[config.mk]
export PLATFORM = sky130hd
export DESIGN_NAME = soc_top
export DESIGN_NICKNAME = d
export VERILOG_FILES = /design/src/common/soc_pkg.sv /design/src/hw/soc_bus_decoder.sv /design/src/hw/sram16/wb_sram16.sv /design/src/hw/soc_gen_regs.sv /design/src/hw/soc_top.sv
export SDC_FILE = /design/constraint.sdc
export NUM_CORES = 1
export LEC_CHECK = 0
export ABC_AREA = 1
export BUFFER_PORTS_ARGS = -buffer_cell sky130_fd_sc_hd__buf_2
export CORE_UTILIZATION = 50
export CTS_CLUSTER_SIZE = 16
export DETAILED_ROUTE_END_ITERATION = 16
export PLACE_DENSITY = 0.67
export SLEW_MARGIN = 20
export SYNTH_ARGS = -nofsm -noshare
export SYNTH_HDL_FRONTEND = slang
export SYNTH_HIERARCHICAL = 1
export SYNTH_SLANG_ARGS = --single-unit
export TNS_END_PERCENT = 50
[constraint.sdc]
create_clock -name clk_i -period 2.6 [get_ports clk_i]
set_clock_uncertainty 0.05 [all_clocks]
set_input_delay 0.26 -clock clk_i [delete_from_list [all_inputs] [get_ports clk_i]]
set_output_delay 0.26 -clock clk_i [all_outputs]
set_load 0.1 [all_outputs]
[src/common/soc_pkg.sv]
// bus widths, address region codes, register indices and reset values
// shared by the bus decoder, the SRAM bridge and the register block

package soc_pkg;

  // bus data and address widths
  localparam int unsigned XLEN  = 32;
  localparam int unsigned ADR_W = XLEN - 2;
  localparam int unsigned SEL_W = XLEN / 8;

  // word address bits that pick one of four regions
  localparam int unsigned REGION_LO = 20;
  localparam int unsigned REGION_HI = 21;

  // region codes
  // only the register block and the SRAM have hardware behind them
  localparam logic [1:0] REGION_APU = 2'd0;
  localparam logic [1:0] REGION_GEN = 2'd1;
  localparam logic [1:0] REGION_GPU = 2'd2;
  localparam logic [1:0] REGION_RAM = 2'd3;

  // external SRAM geometry
  // 15 word address bits plus one half-word bit give 64K half-words
  localparam int unsigned RAM_WORD_W = 15;
  localparam int unsigned SRAM_AW    = RAM_WORD_W + 1;
  localparam int unsigned SRAM_DW    = 16;

  // register block indices, taken from word address bits 1:0
  localparam logic [1:0] GEN_SCRATCH0 = 2'd0;
  localparam logic [1:0] GEN_SCRATCH1 = 2'd1;
  localparam logic [1:0] GEN_HB_DIV   = 2'd2;
  localparam logic [1:0] GEN_ID       = 2'd3;

  // heartbeat divider after reset
  // gives a heartbeat period of 16 clock cycles
  localparam logic [XLEN-1:0] HB_DIV_RESET = 32'd7;

  // read-only identification word
  localparam logic [XLEN-1:0] SOC_ID = 32'h0E05_0001;

endpackage

[src/hw/soc_bus_decoder.sv]
// address decoder for the system bus
// routes the strobe to the register block or the SRAM bridge,
// multiplexes read data and ack, and answers unmapped regions with err

`timescale 1ns/100ps

module soc_bus_decoder import soc_pkg::*; (
  input  logic             clk_i,
  input  logic             arst_n_i,

  // master side
  input  logic [ADR_W-1:0] adr_i,
  input  logic             cyc_i,
  input  logic             stb_i,
  output logic             ack_o,
  output logic             err_o,
  output logic [XLEN-1:0]  dat_o,

  // register block
  output logic             gen_stb_o,
  input  logic             gen_ack_i,
  input  logic [XLEN-1:0]  gen_dat_i,

  // SRAM bridge
  output logic             ram_stb_o,
  input  logic             ram_ack_i,
  input  logic [XLEN-1:0]  ram_dat_i
);

  logic [1:0] region;
  logic       req;
  logic       unmapped;
  logic       err_q;

  assign region = adr_i[REGION_HI:REGION_LO];
  assign req    = cyc_i & stb_i;

  // one-hot slave strobes and the unmapped flag
  always_comb begin
    gen_stb_o = 1'b0;
    ram_stb_o = 1'b0;
    unmapped  = 1'b0;
    case (region)
      REGION_GEN: gen_stb_o = req;
      REGION_RAM: ram_stb_o = req;
      REGION_APU,
      REGION_GPU: unmapped  = 1'b1;
      default:    unmapped  = 1'b1;
    endcase
  end

  // response multiplexer
  // the master holds the address until the response, so the same region
  // bits that routed the strobe also pick the answer
  always_comb begin
    ack_o = 1'b0;
    dat_o = '0;
    case (region)
      REGION_GEN: begin
        ack_o = gen_ack_i;
        dat_o = gen_dat_i;
      end
      REGION_RAM: begin
        ack_o = ram_ack_i;
        dat_o = ram_dat_i;
      end
      default: begin
        ack_o = 1'b0;
        dat_o = '0;
      end
    endcase
  end

  // error pulse for the audio and graphics regions
  // the flag drops in the cycle it is seen, so a held request gets one err
  always_ff @(posedge clk_i or negedge arst_n_i) begin
    if (!arst_n_i) begin
      err_q <= 1'b0;
    end else begin
      err_q <= req & unmapped & ~err_q;
    end
  end

  assign err_o = err_q;

endmodule

[src/hw/sram16/wb_sram16.sv]
// bridge from 32-bit bus words to a 16-bit asynchronous SRAM
// each selected half-word takes a setup cycle and a strobe cycle,
// read halves are gathered into a word register before ack

`timescale 1ns/100ps

module wb_sram16 import soc_pkg::*; (
  input  logic                  clk_i,
  input  logic                  arst_n_i,

  // bus slave side
  input  logic [RAM_WORD_W-1:0] adr_i,
  input  logic [XLEN-1:0]       dat_i,
  input  logic [SEL_W-1:0]      sel_i,
  input  logic                  we_i,
  input  logic                  stb_i,
  output logic [XLEN-1:0]       dat_o,
  output logic                  ack_o,

  // SRAM pins, all controls active low
  output logic [SRAM_AW-1:0]    sram_addr_o,
  input  logic [SRAM_DW-1:0]    sram_dat_i,
  output logic [SRAM_DW-1:0]    sram_dat_o,
  output logic                  sram_we_n_o,
  output logic                  sram_ce_n_o,
  output logic                  sram_oe_n_o,
  output logic                  sram_lb_n_o,
  output logic                  sram_ub_n_o
);

  typedef enum logic [2:0] {
    S_IDLE,
    S_LO_SET,
    S_LO_STB,
    S_HI_SET,
    S_HI_STB
  } state_t;

  state_t             state_q;
  state_t             state_d;
  logic               ack_d;
  logic               ack_q;
  logic               lo_sel;
  logic               hi_sel;
  logic               nxt_active;
  logic               nxt_hi;
  logic               nxt_strobe;
  logic [XLEN-1:0]    rdata_q;

  assign lo_sel = |sel_i[1:0];
  assign hi_sel = |sel_i[3:2];

  // half-word sequencer
  // a new request is only taken when no ack is pending, since the master
  // still holds stb during the ack cycle
  always_comb begin
    state_d = state_q;
    ack_d   = 1'b0;
    case (state_q)
      S_IDLE: begin
        if (stb_i && !ack_q) begin
          if (lo_sel) begin
            state_d = S_LO_SET;
          end else if (hi_sel) begin
            state_d = S_HI_SET;
          end else begin
            // nothing selected, answer at once
            ack_d = 1'b1;
          end
        end
      end
      S_LO_SET: state_d = S_LO_STB;
      S_LO_STB: begin
        if (hi_sel) begin
          state_d = S_HI_SET;
        end else begin
          state_d = S_IDLE;
          ack_d   = 1'b1;
        end
      end
      S_HI_SET: state_d = S_HI_STB;
      S_HI_STB: begin
        state_d = S_IDLE;
        ack_d   = 1'b1;
      end
      default: state_d = S_IDLE;
    endcase
  end

  always_ff @(posedge clk_i or negedge arst_n_i) begin
    if (!arst_n_i) begin
      state_q <= S_IDLE;
      ack_q   <= 1'b0;
    end else begin
      state_q <= state_d;
      ack_q   <= ack_d;
    end
  end

  assign nxt_active = (state_d != S_IDLE);
  assign nxt_hi     = (state_d == S_HI_SET) || (state_d == S_HI_STB);
  assign nxt_strobe = (state_d == S_LO_STB) || (state_d == S_HI_STB);

  // SRAM controls are registered from the next state so the pins
  // never see decode glitches
  always_ff @(posedge clk_i or negedge arst_n_i) begin
    if (!arst_n_i) begin
      sram_ce_n_o <= 1'b1;
      sram_we_n_o <= 1'b1;
      sram_oe_n_o <= 1'b1;
      sram_lb_n_o <= 1'b1;
      sram_ub_n_o <= 1'b1;
    end else begin
      sram_ce_n_o <= ~nxt_active;
      sram_we_n_o <= ~(nxt_strobe & we_i);
      sram_oe_n_o <= ~(nxt_active & ~we_i);
      sram_lb_n_o <= ~(nxt_active & (nxt_hi ? sel_i[2] : sel_i[0]));
      sram_ub_n_o <= ~(nxt_active & (nxt_hi ? sel_i[3] : sel_i[1]));
    end
  end

  // address and write data follow the half being worked on
  always_ff @(posedge clk_i) begin
    sram_addr_o <= {adr_i, nxt_hi};
    sram_dat_o  <= nxt_hi ? dat_i[31:16] : dat_i[15:0];
  end

  // read data is sampled at the end of the strobe cycle
  always_ff @(posedge clk_i) begin
    if (!we_i && state_q == S_LO_STB) begin
      rdata_q[15:0] <= sram_dat_i;
    end
    if (!we_i && state_q == S_HI_STB) begin
      rdata_q[31:16] <= sram_dat_i;
    end
  end

  assign dat_o = rdata_q;
  assign ack_o = ack_q;

endmodule

[src/hw/soc_gen_regs.sv]
// general register block
// two scratch words, the heartbeat divider, a read-only ID word
// and the heartbeat generator driven by the divider

`timescale 1ns/100ps

module soc_gen_regs import soc_pkg::*; (
  input  logic             clk_i,
  input  logic             arst_n_i,
  input  logic [1:0]       idx_i,
  input  logic [XLEN-1:0]  dat_i,
  input  logic [SEL_W-1:0] sel_i,
  input  logic             we_i,
  input  logic             stb_i,
  output logic [XLEN-1:0]  dat_o,
  output logic             ack_o,
  output logic             hb_o
);

  logic [XLEN-1:0] scratch0_q;
  logic [XLEN-1:0] scratch1_q;
  logic [XLEN-1:0] hb_div_q;
  logic [XLEN-1:0] hb_cnt_q;
  logic [XLEN-1:0] rdata_q;
  logic            ack_q;
  logic            access;
  logic            wr;

  // replaces only the bytes whose select bit is set
  function automatic logic [XLEN-1:0] merge_bytes(
    input logic [XLEN-1:0]  old_val,
    input logic [XLEN-1:0]  new_val,
    input logic [SEL_W-1:0] sel
  );
    logic [XLEN-1:0] res;
    res = old_val;
    for (int b = 0; b < SEL_W; b++) begin
      if (sel[b]) begin
        res[8*b +: 8] = new_val[8*b +: 8];
      end
    end
    return res;
  endfunction

  // the strobe stays high during the ack cycle, so it is acted on once
  assign access = stb_i & ~ack_q;
  assign wr     = access & we_i;

  always_ff @(posedge clk_i or negedge arst_n_i) begin
    if (!arst_n_i) begin
      ack_q      <= 1'b0;
      scratch0_q <= '0;
      scratch1_q <= '0;
      hb_div_q   <= HB_DIV_RESET;
    end else begin
      ack_q <= access;
      if (wr) begin
        case (idx_i)
          GEN_SCRATCH0: scratch0_q <= merge_bytes(scratch0_q, dat_i, sel_i);
          GEN_SCRATCH1: scratch1_q <= merge_bytes(scratch1_q, dat_i, sel_i);
          GEN_HB_DIV:   hb_div_q   <= merge_bytes(hb_div_q, dat_i, sel_i);
          default:      ;
        endcase
      end
    end
  end

  // read data is captured together with the ack
  always_ff @(posedge clk_i) begin
    if (access) begin
      case (idx_i)
        GEN_SCRATCH0: rdata_q <= scratch0_q;
        GEN_SCRATCH1: rdata_q <= scratch1_q;
        GEN_HB_DIV:   rdata_q <= hb_div_q;
        GEN_ID:       rdata_q <= SOC_ID;
        default:      rdata_q <= '0;
      endcase
    end
  end

  // heartbeat toggles every divider+1 cycles
  // a new divider value restarts the count
  always_ff @(posedge clk_i or negedge arst_n_i) begin
    if (!arst_n_i) begin
      hb_cnt_q <= '0;
      hb_o     <= 1'b0;
    end else if (wr && idx_i == GEN_HB_DIV) begin
      hb_cnt_q <= '0;
    end else if (hb_cnt_q == hb_div_q) begin
      hb_cnt_q <= '0;
      hb_o     <= ~hb_o;
    end else begin
      hb_cnt_q <= hb_cnt_q + 1'b1;
    end
  end

  assign dat_o = rdata_q;
  assign ack_o = ack_q;

endmodule

[src/hw/soc_top.sv]
// top level of the memory and peripheral side
// exposes the bus master port, the SRAM pins and the heartbeat,
// and connects the decoder to the SRAM bridge and the register block

`timescale 1ns/100ps

module soc_top import soc_pkg::*; (
  input  logic               clk_i,
  input  logic               arst_n_i,

  // bus master port
  input  logic [ADR_W-1:0]   wb_adr_i,
  input  logic [XLEN-1:0]    wb_dat_i,
  output logic [XLEN-1:0]    wb_dat_o,
  input  logic [SEL_W-1:0]   wb_sel_i,
  input  logic               wb_we_i,
  input  logic               wb_cyc_i,
  input  logic               wb_stb_i,
  output logic               wb_ack_o,
  output logic               wb_err_o,

  // external SRAM
  output logic [SRAM_AW-1:0] sram_addr_o,
  input  logic [SRAM_DW-1:0] sram_dat_i,
  output logic [SRAM_DW-1:0] sram_dat_o,
  output logic               sram_we_n_o,
  output logic               sram_ce_n_o,
  output logic               sram_oe_n_o,
  output logic               sram_lb_n_o,
  output logic               sram_ub_n_o,

  output logic               hb_o
);

  logic            gen_stb;
  logic            gen_ack;
  logic [XLEN-1:0] gen_dat;
  logic            ram_stb;
  logic            ram_ack;
  logic [XLEN-1:0] ram_dat;

  soc_bus_decoder u_decoder (
    .clk_i     (clk_i),
    .arst_n_i  (arst_n_i),
    .adr_i     (wb_adr_i),
    .cyc_i     (wb_cyc_i),
    .stb_i     (wb_stb_i),
    .ack_o     (wb_ack_o),
    .err_o     (wb_err_o),
    .dat_o     (wb_dat_o),
    .gen_stb_o (gen_stb),
    .gen_ack_i (gen_ack),
    .gen_dat_i (gen_dat),
    .ram_stb_o (ram_stb),
    .ram_ack_i (ram_ack),
    .ram_dat_i (ram_dat)
  );

  // the bridge sees only the word index inside the SRAM
  wb_sram16 u_sram16 (
    .clk_i       (clk_i),
    .arst_n_i    (arst_n_i),
    .adr_i       (wb_adr_i[RAM_WORD_W-1:0]),
    .dat_i       (wb_dat_i),
    .sel_i       (wb_sel_i),
    .we_i        (wb_we_i),
    .stb_i       (ram_stb),
    .dat_o       (ram_dat),
    .ack_o       (ram_ack),
    .sram_addr_o (sram_addr_o),
    .sram_dat_i  (sram_dat_i),
    .sram_dat_o  (sram_dat_o),
    .sram_we_n_o (sram_we_n_o),
    .sram_ce_n_o (sram_ce_n_o),
    .sram_oe_n_o (sram_oe_n_o),
    .sram_lb_n_o (sram_lb_n_o),
    .sram_ub_n_o (sram_ub_n_o)
  );

  soc_gen_regs u_gen_regs (
    .clk_i    (clk_i),
    .arst_n_i (arst_n_i),
    .idx_i    (wb_adr_i[1:0]),
    .dat_i    (wb_dat_i),
    .sel_i    (wb_sel_i),
    .we_i     (wb_we_i),
    .stb_i    (gen_stb),
    .dat_o    (gen_dat),
    .ack_o    (gen_ack),
    .hb_o     (hb_o)
  );

endmodule

==> key figures <==
Job
  • Max-cap violations: 0

Route
  • Routed via count: ~8500
  • Pre-Repair DR Iteration Count: 5
  • Initial DRC count: about 630
  • # DRC: 0
  • Final ANT Viol Nets: 0
  • Top Layer Used: met4
  • DR WL/cell: approximately 16 um
  • Avg Vias per Cell: around 5.1
  • Met3 Wirelength: roughly 1.5 mm
  • Metal-1 WL: between 10 and 15 mm
  • Routed wl met2: ~13 mm
  • Drt total wl: around 27 mm

Setup path
  • Crit path DAT: 2.67 ns
  • Slowest CP cell: dlygate4sd3_1
  • Max stage delay on crit path: approximately 0.57 ns
  • Critical path cell sequence: dlygate4sd3_1 -> buf_2 -> nand2_1 -> nor2_1 -> nand2_1 -> nor2_1 -> nor2_1 -> nand2_1 -> nand2_4 -> nand2_8 -> nand2_8 -> nand2_2 -> nand2_1 -> dlygate4sd3_1
  • CP max FO: 19
  • R2R depth: 7
  • CP Capture Type: register
  • Startpoint Class: input port
  • R2r endpoint: u_sram16/sram_dat_o[6]$_DFF_P_
  • Worst endpoint required time: 2.94 ns
  • WS Path Type: input port to register
  • Worst r2r src: u_sram16/state_q[1]$_DFF_PN0_
  • Worst path most repeated cell: nand2_1
  • Worst reg2reg setup slack: approximately 0.38 ns

Clocking
  • Clock Latency Late Sink: ~0.52 ns
  • CTS Sinks: between 200 and 250
  • Root Driver: clkbuf_16
  • Post-CTS Setup Bufs: 0
  • CTS buffer count: 25
  • Hold bufs inserted after CTS: 73
  • Clock Path Buffers: 3
  • Clock slew at reported path FFs: ~0.06 ns
  • CTS tree: done
  • Post-CTS sizing: 0
  • Htree depth: 1

Floorplanning
  • Die height: roughly 150 um
  • IO Count: 159
  • Core area: around 0.020 sq mm
  • Row cnt: 52
  • Die boundary width: 147 um
  • Starting Density: between 50% and 60%
  • Die ar.: 0.0215 sq mm

STA
  • Final Max Tran Viols: 0
  • Setup violators final: 0
  • Worst slew pin tran: 0.609 ns
  • Part of the cycle the worst path needs: roughly nine tenths
  • Relative slew slack: about three fifths
  • Tmin final: about 2.3 ns
  • Final hold vios: 0
  • Setup TNS: 0 ns
  • Unrepaired setup endpoints after global routing: false
  • FMAX: ~430 MHz

Hold path
  • Tightest Hold Check Type: input port to register
  • Hold worst-path end: u_sram16/sram_lb_n_o$_DFF_PN1_
  • Hold Crit Depth: 4
  • Worst Min Path Start: wb_sel_i[0]

Placement
  • Final Wtd Congestion: slightly below 0.9
  • Post-DP HPWL: ~19 mm
  • IO Port Bufs: about 150
  • Dpl cell area: approximately 0.011 sq mm

Synthesis
  • Netlist cell types: 38
  • Cells after synthesis: between 1000 and 1500
  • Sequential area share after synthesis: 58.0%
  • Post-Syn Area: 0.0105 sq mm
  • Total nets after synthesis: 1251
  • Syn_area_per_cell: ~9 sq um
  • Yosys warnings: 6
  • Synth Register Bits: 236

GRT
  • Initial antenna violation count: 0
  • Gr usage total: between 20% and 30%
  • Vias in the first global route: 8018
  • GRT overflow: 0
  • First-pass GRT wire length: roughly 43 mm
  • Pin count of the biggest net entering global routing: 53

Layout
  • Layout Nets: around 1500
  • Share of cells above drive strength 1: 18.2%
  • Final instance area: ~0.013 sq mm
  • Synth-to-Final Area Change: 23.2%
  • Inserted Diodes: 0

Power
  • Max VDD drop: 0.666 mV
  • Pwr Density: roughly 900 mW/mm^2
  • Pleak: ~6 nW

Run status
  • Status: complete, no violations
placed cells by master, fill, tap and decap left out, types with 12 or more instances in the layout:
cell           synthesis  final
buf_4                  6     12
xnor2_1               28     28
inv_1                 96     96
dlygate4sd3_1          0     73
nand2_1              358    358
nand3_1              116    116
nor2_1                83     81
edfxtp_1              64     64
buf_2                 14    144
xor2_1                15     15
nand2_2               15     15
dfxtp_1               32     32
nor2_2                12     13
dfrtp_1              132    132
o21ai_0               98     98
clkbuf_16              0     25
worst max-delay path: cells and delay by family:
kind | cells | cell delay [ns]
buffers and inverters | 3 | 1.17
AND/OR/NAND/NOR | 11 | 1.20
worst max-delay path by stage:
stage,from,cells after the start,to,slack [ns]
global placement,u_gen_regs/hb_cnt_q[16]$_DFF_PN0_,9,u_gen_regs/hb_cnt_q[30]$_DFF_PN0_,0.59
floorplan,wb_adr_i[20],13,u_gen_regs/hb_div_q[13]$_DFFE_PN0P_,0.32
CTS,wb_stb_i,14,u_sram16/sram_dat_o[2]$_DFF_P_,0.36
global route,wb_stb_i,14,u_sram16/sram_dat_o[2]$_DFF_P_,0.14
finish,wb_stb_i,14,u_sram16/sram_dat_o[6]$_DFF_P_,0.27
detailed placement,u_gen_regs/hb_cnt_q[16]$_DFF_PN0_,9,u_gen_regs/hb_cnt_q[26]$_DFF_PN0_,0.57
through the flow:
stage,hold slack (ns),std cells,worst slack [ns],power [mW],util [%]
finish,0.0259,1666,0.272,11.7,63.4
global route,0.0178,1666,0.144,12.1,63.4
CTS,0.00314,1666,0.363,11.7,63.4
detailed placement,0.170,1548,0.572,8.11,56.0
global placement,0.174,1548,0.592,8.07,56.0
floorplan,-0.0856,1163,0.325,7.46,-
cell type report:
type	count	area, sq um
Inverter	102	385
Clock inverter	11	109
Sequential cell	236	6080
Multi-Input combinational cell	780	3730
Clock buffer	34	659
Fill cell	1728	7460
Tap cell	270	338
Timing Repair Buffer	233	1610
report_power, final:
part / internal, mW / total, mW / switching (mW)
combinational: 0.881 / 3.69 / 2.81
clock: 1.97 / 3.37 / 1.39
sequential: 4.33 / 4.61 / 0.279
metal layers:
layer	global-route usage (%)	up-vias
met3	3.42	37
met4	6.35	0
met2	42.0	256
met5	0	-
met1	35.6	4058
li1	-	4182
cell usage after synthesis (all sizes together):
library cell / count / area [sq um]
nand2: 377 / 1500
dfrtp: 132 / 3300
nand3: 118 / 601
inv: 102 / 385
o21ai: 99 / 499
nor2: 98 / 420
edfxtp: 64 / 1920
dfxtp: 32 / 641
buf: 31 / 248
xnor2: 28 / 245
xor2: 15 / 131
clkbuf: 14 / 52.6
nor3: 12 / 81.3
nand4: 11 / 68.8
o211ai: 9 / 67.6
dfstp: 8 / 210
o22ai: 7 / 43.8
a21oi: 2 / 10.0
ha: 1 / 12.5
nor3b: 1 / 18.8
nor4: 1 / 6.26
o21bai: 1 / 11.3
sequential cells by signal, indices dropped and copies added (netlist names), 3 cells and up:
name	cells
u_gen_regs/hb_div_q	32
u_sram16/sram_dat_o	16
u_gen_regs/scratch0_q	32
u_sram16/dat_o	32
u_sram16/sram_addr_o	16
u_gen_regs/dat_o	32
u_gen_regs/scratch1_q	32
u_gen_regs/hb_cnt_q	32
u_sram16/state_q	3
logic make-up after synthesis:
kind of cell,count (synthesis),share of synthesized area [%]
xor gates and xnor gates,43,3.59
DFF,236,58.0
buffers and inverters,147,6.54
and+or+nand+nor,618,25.7
AOI/OAI and AO/OA,118,6.03
adders and majority gates,1,0.119
No activity file was read; power rests on OpenSTA's default activity.
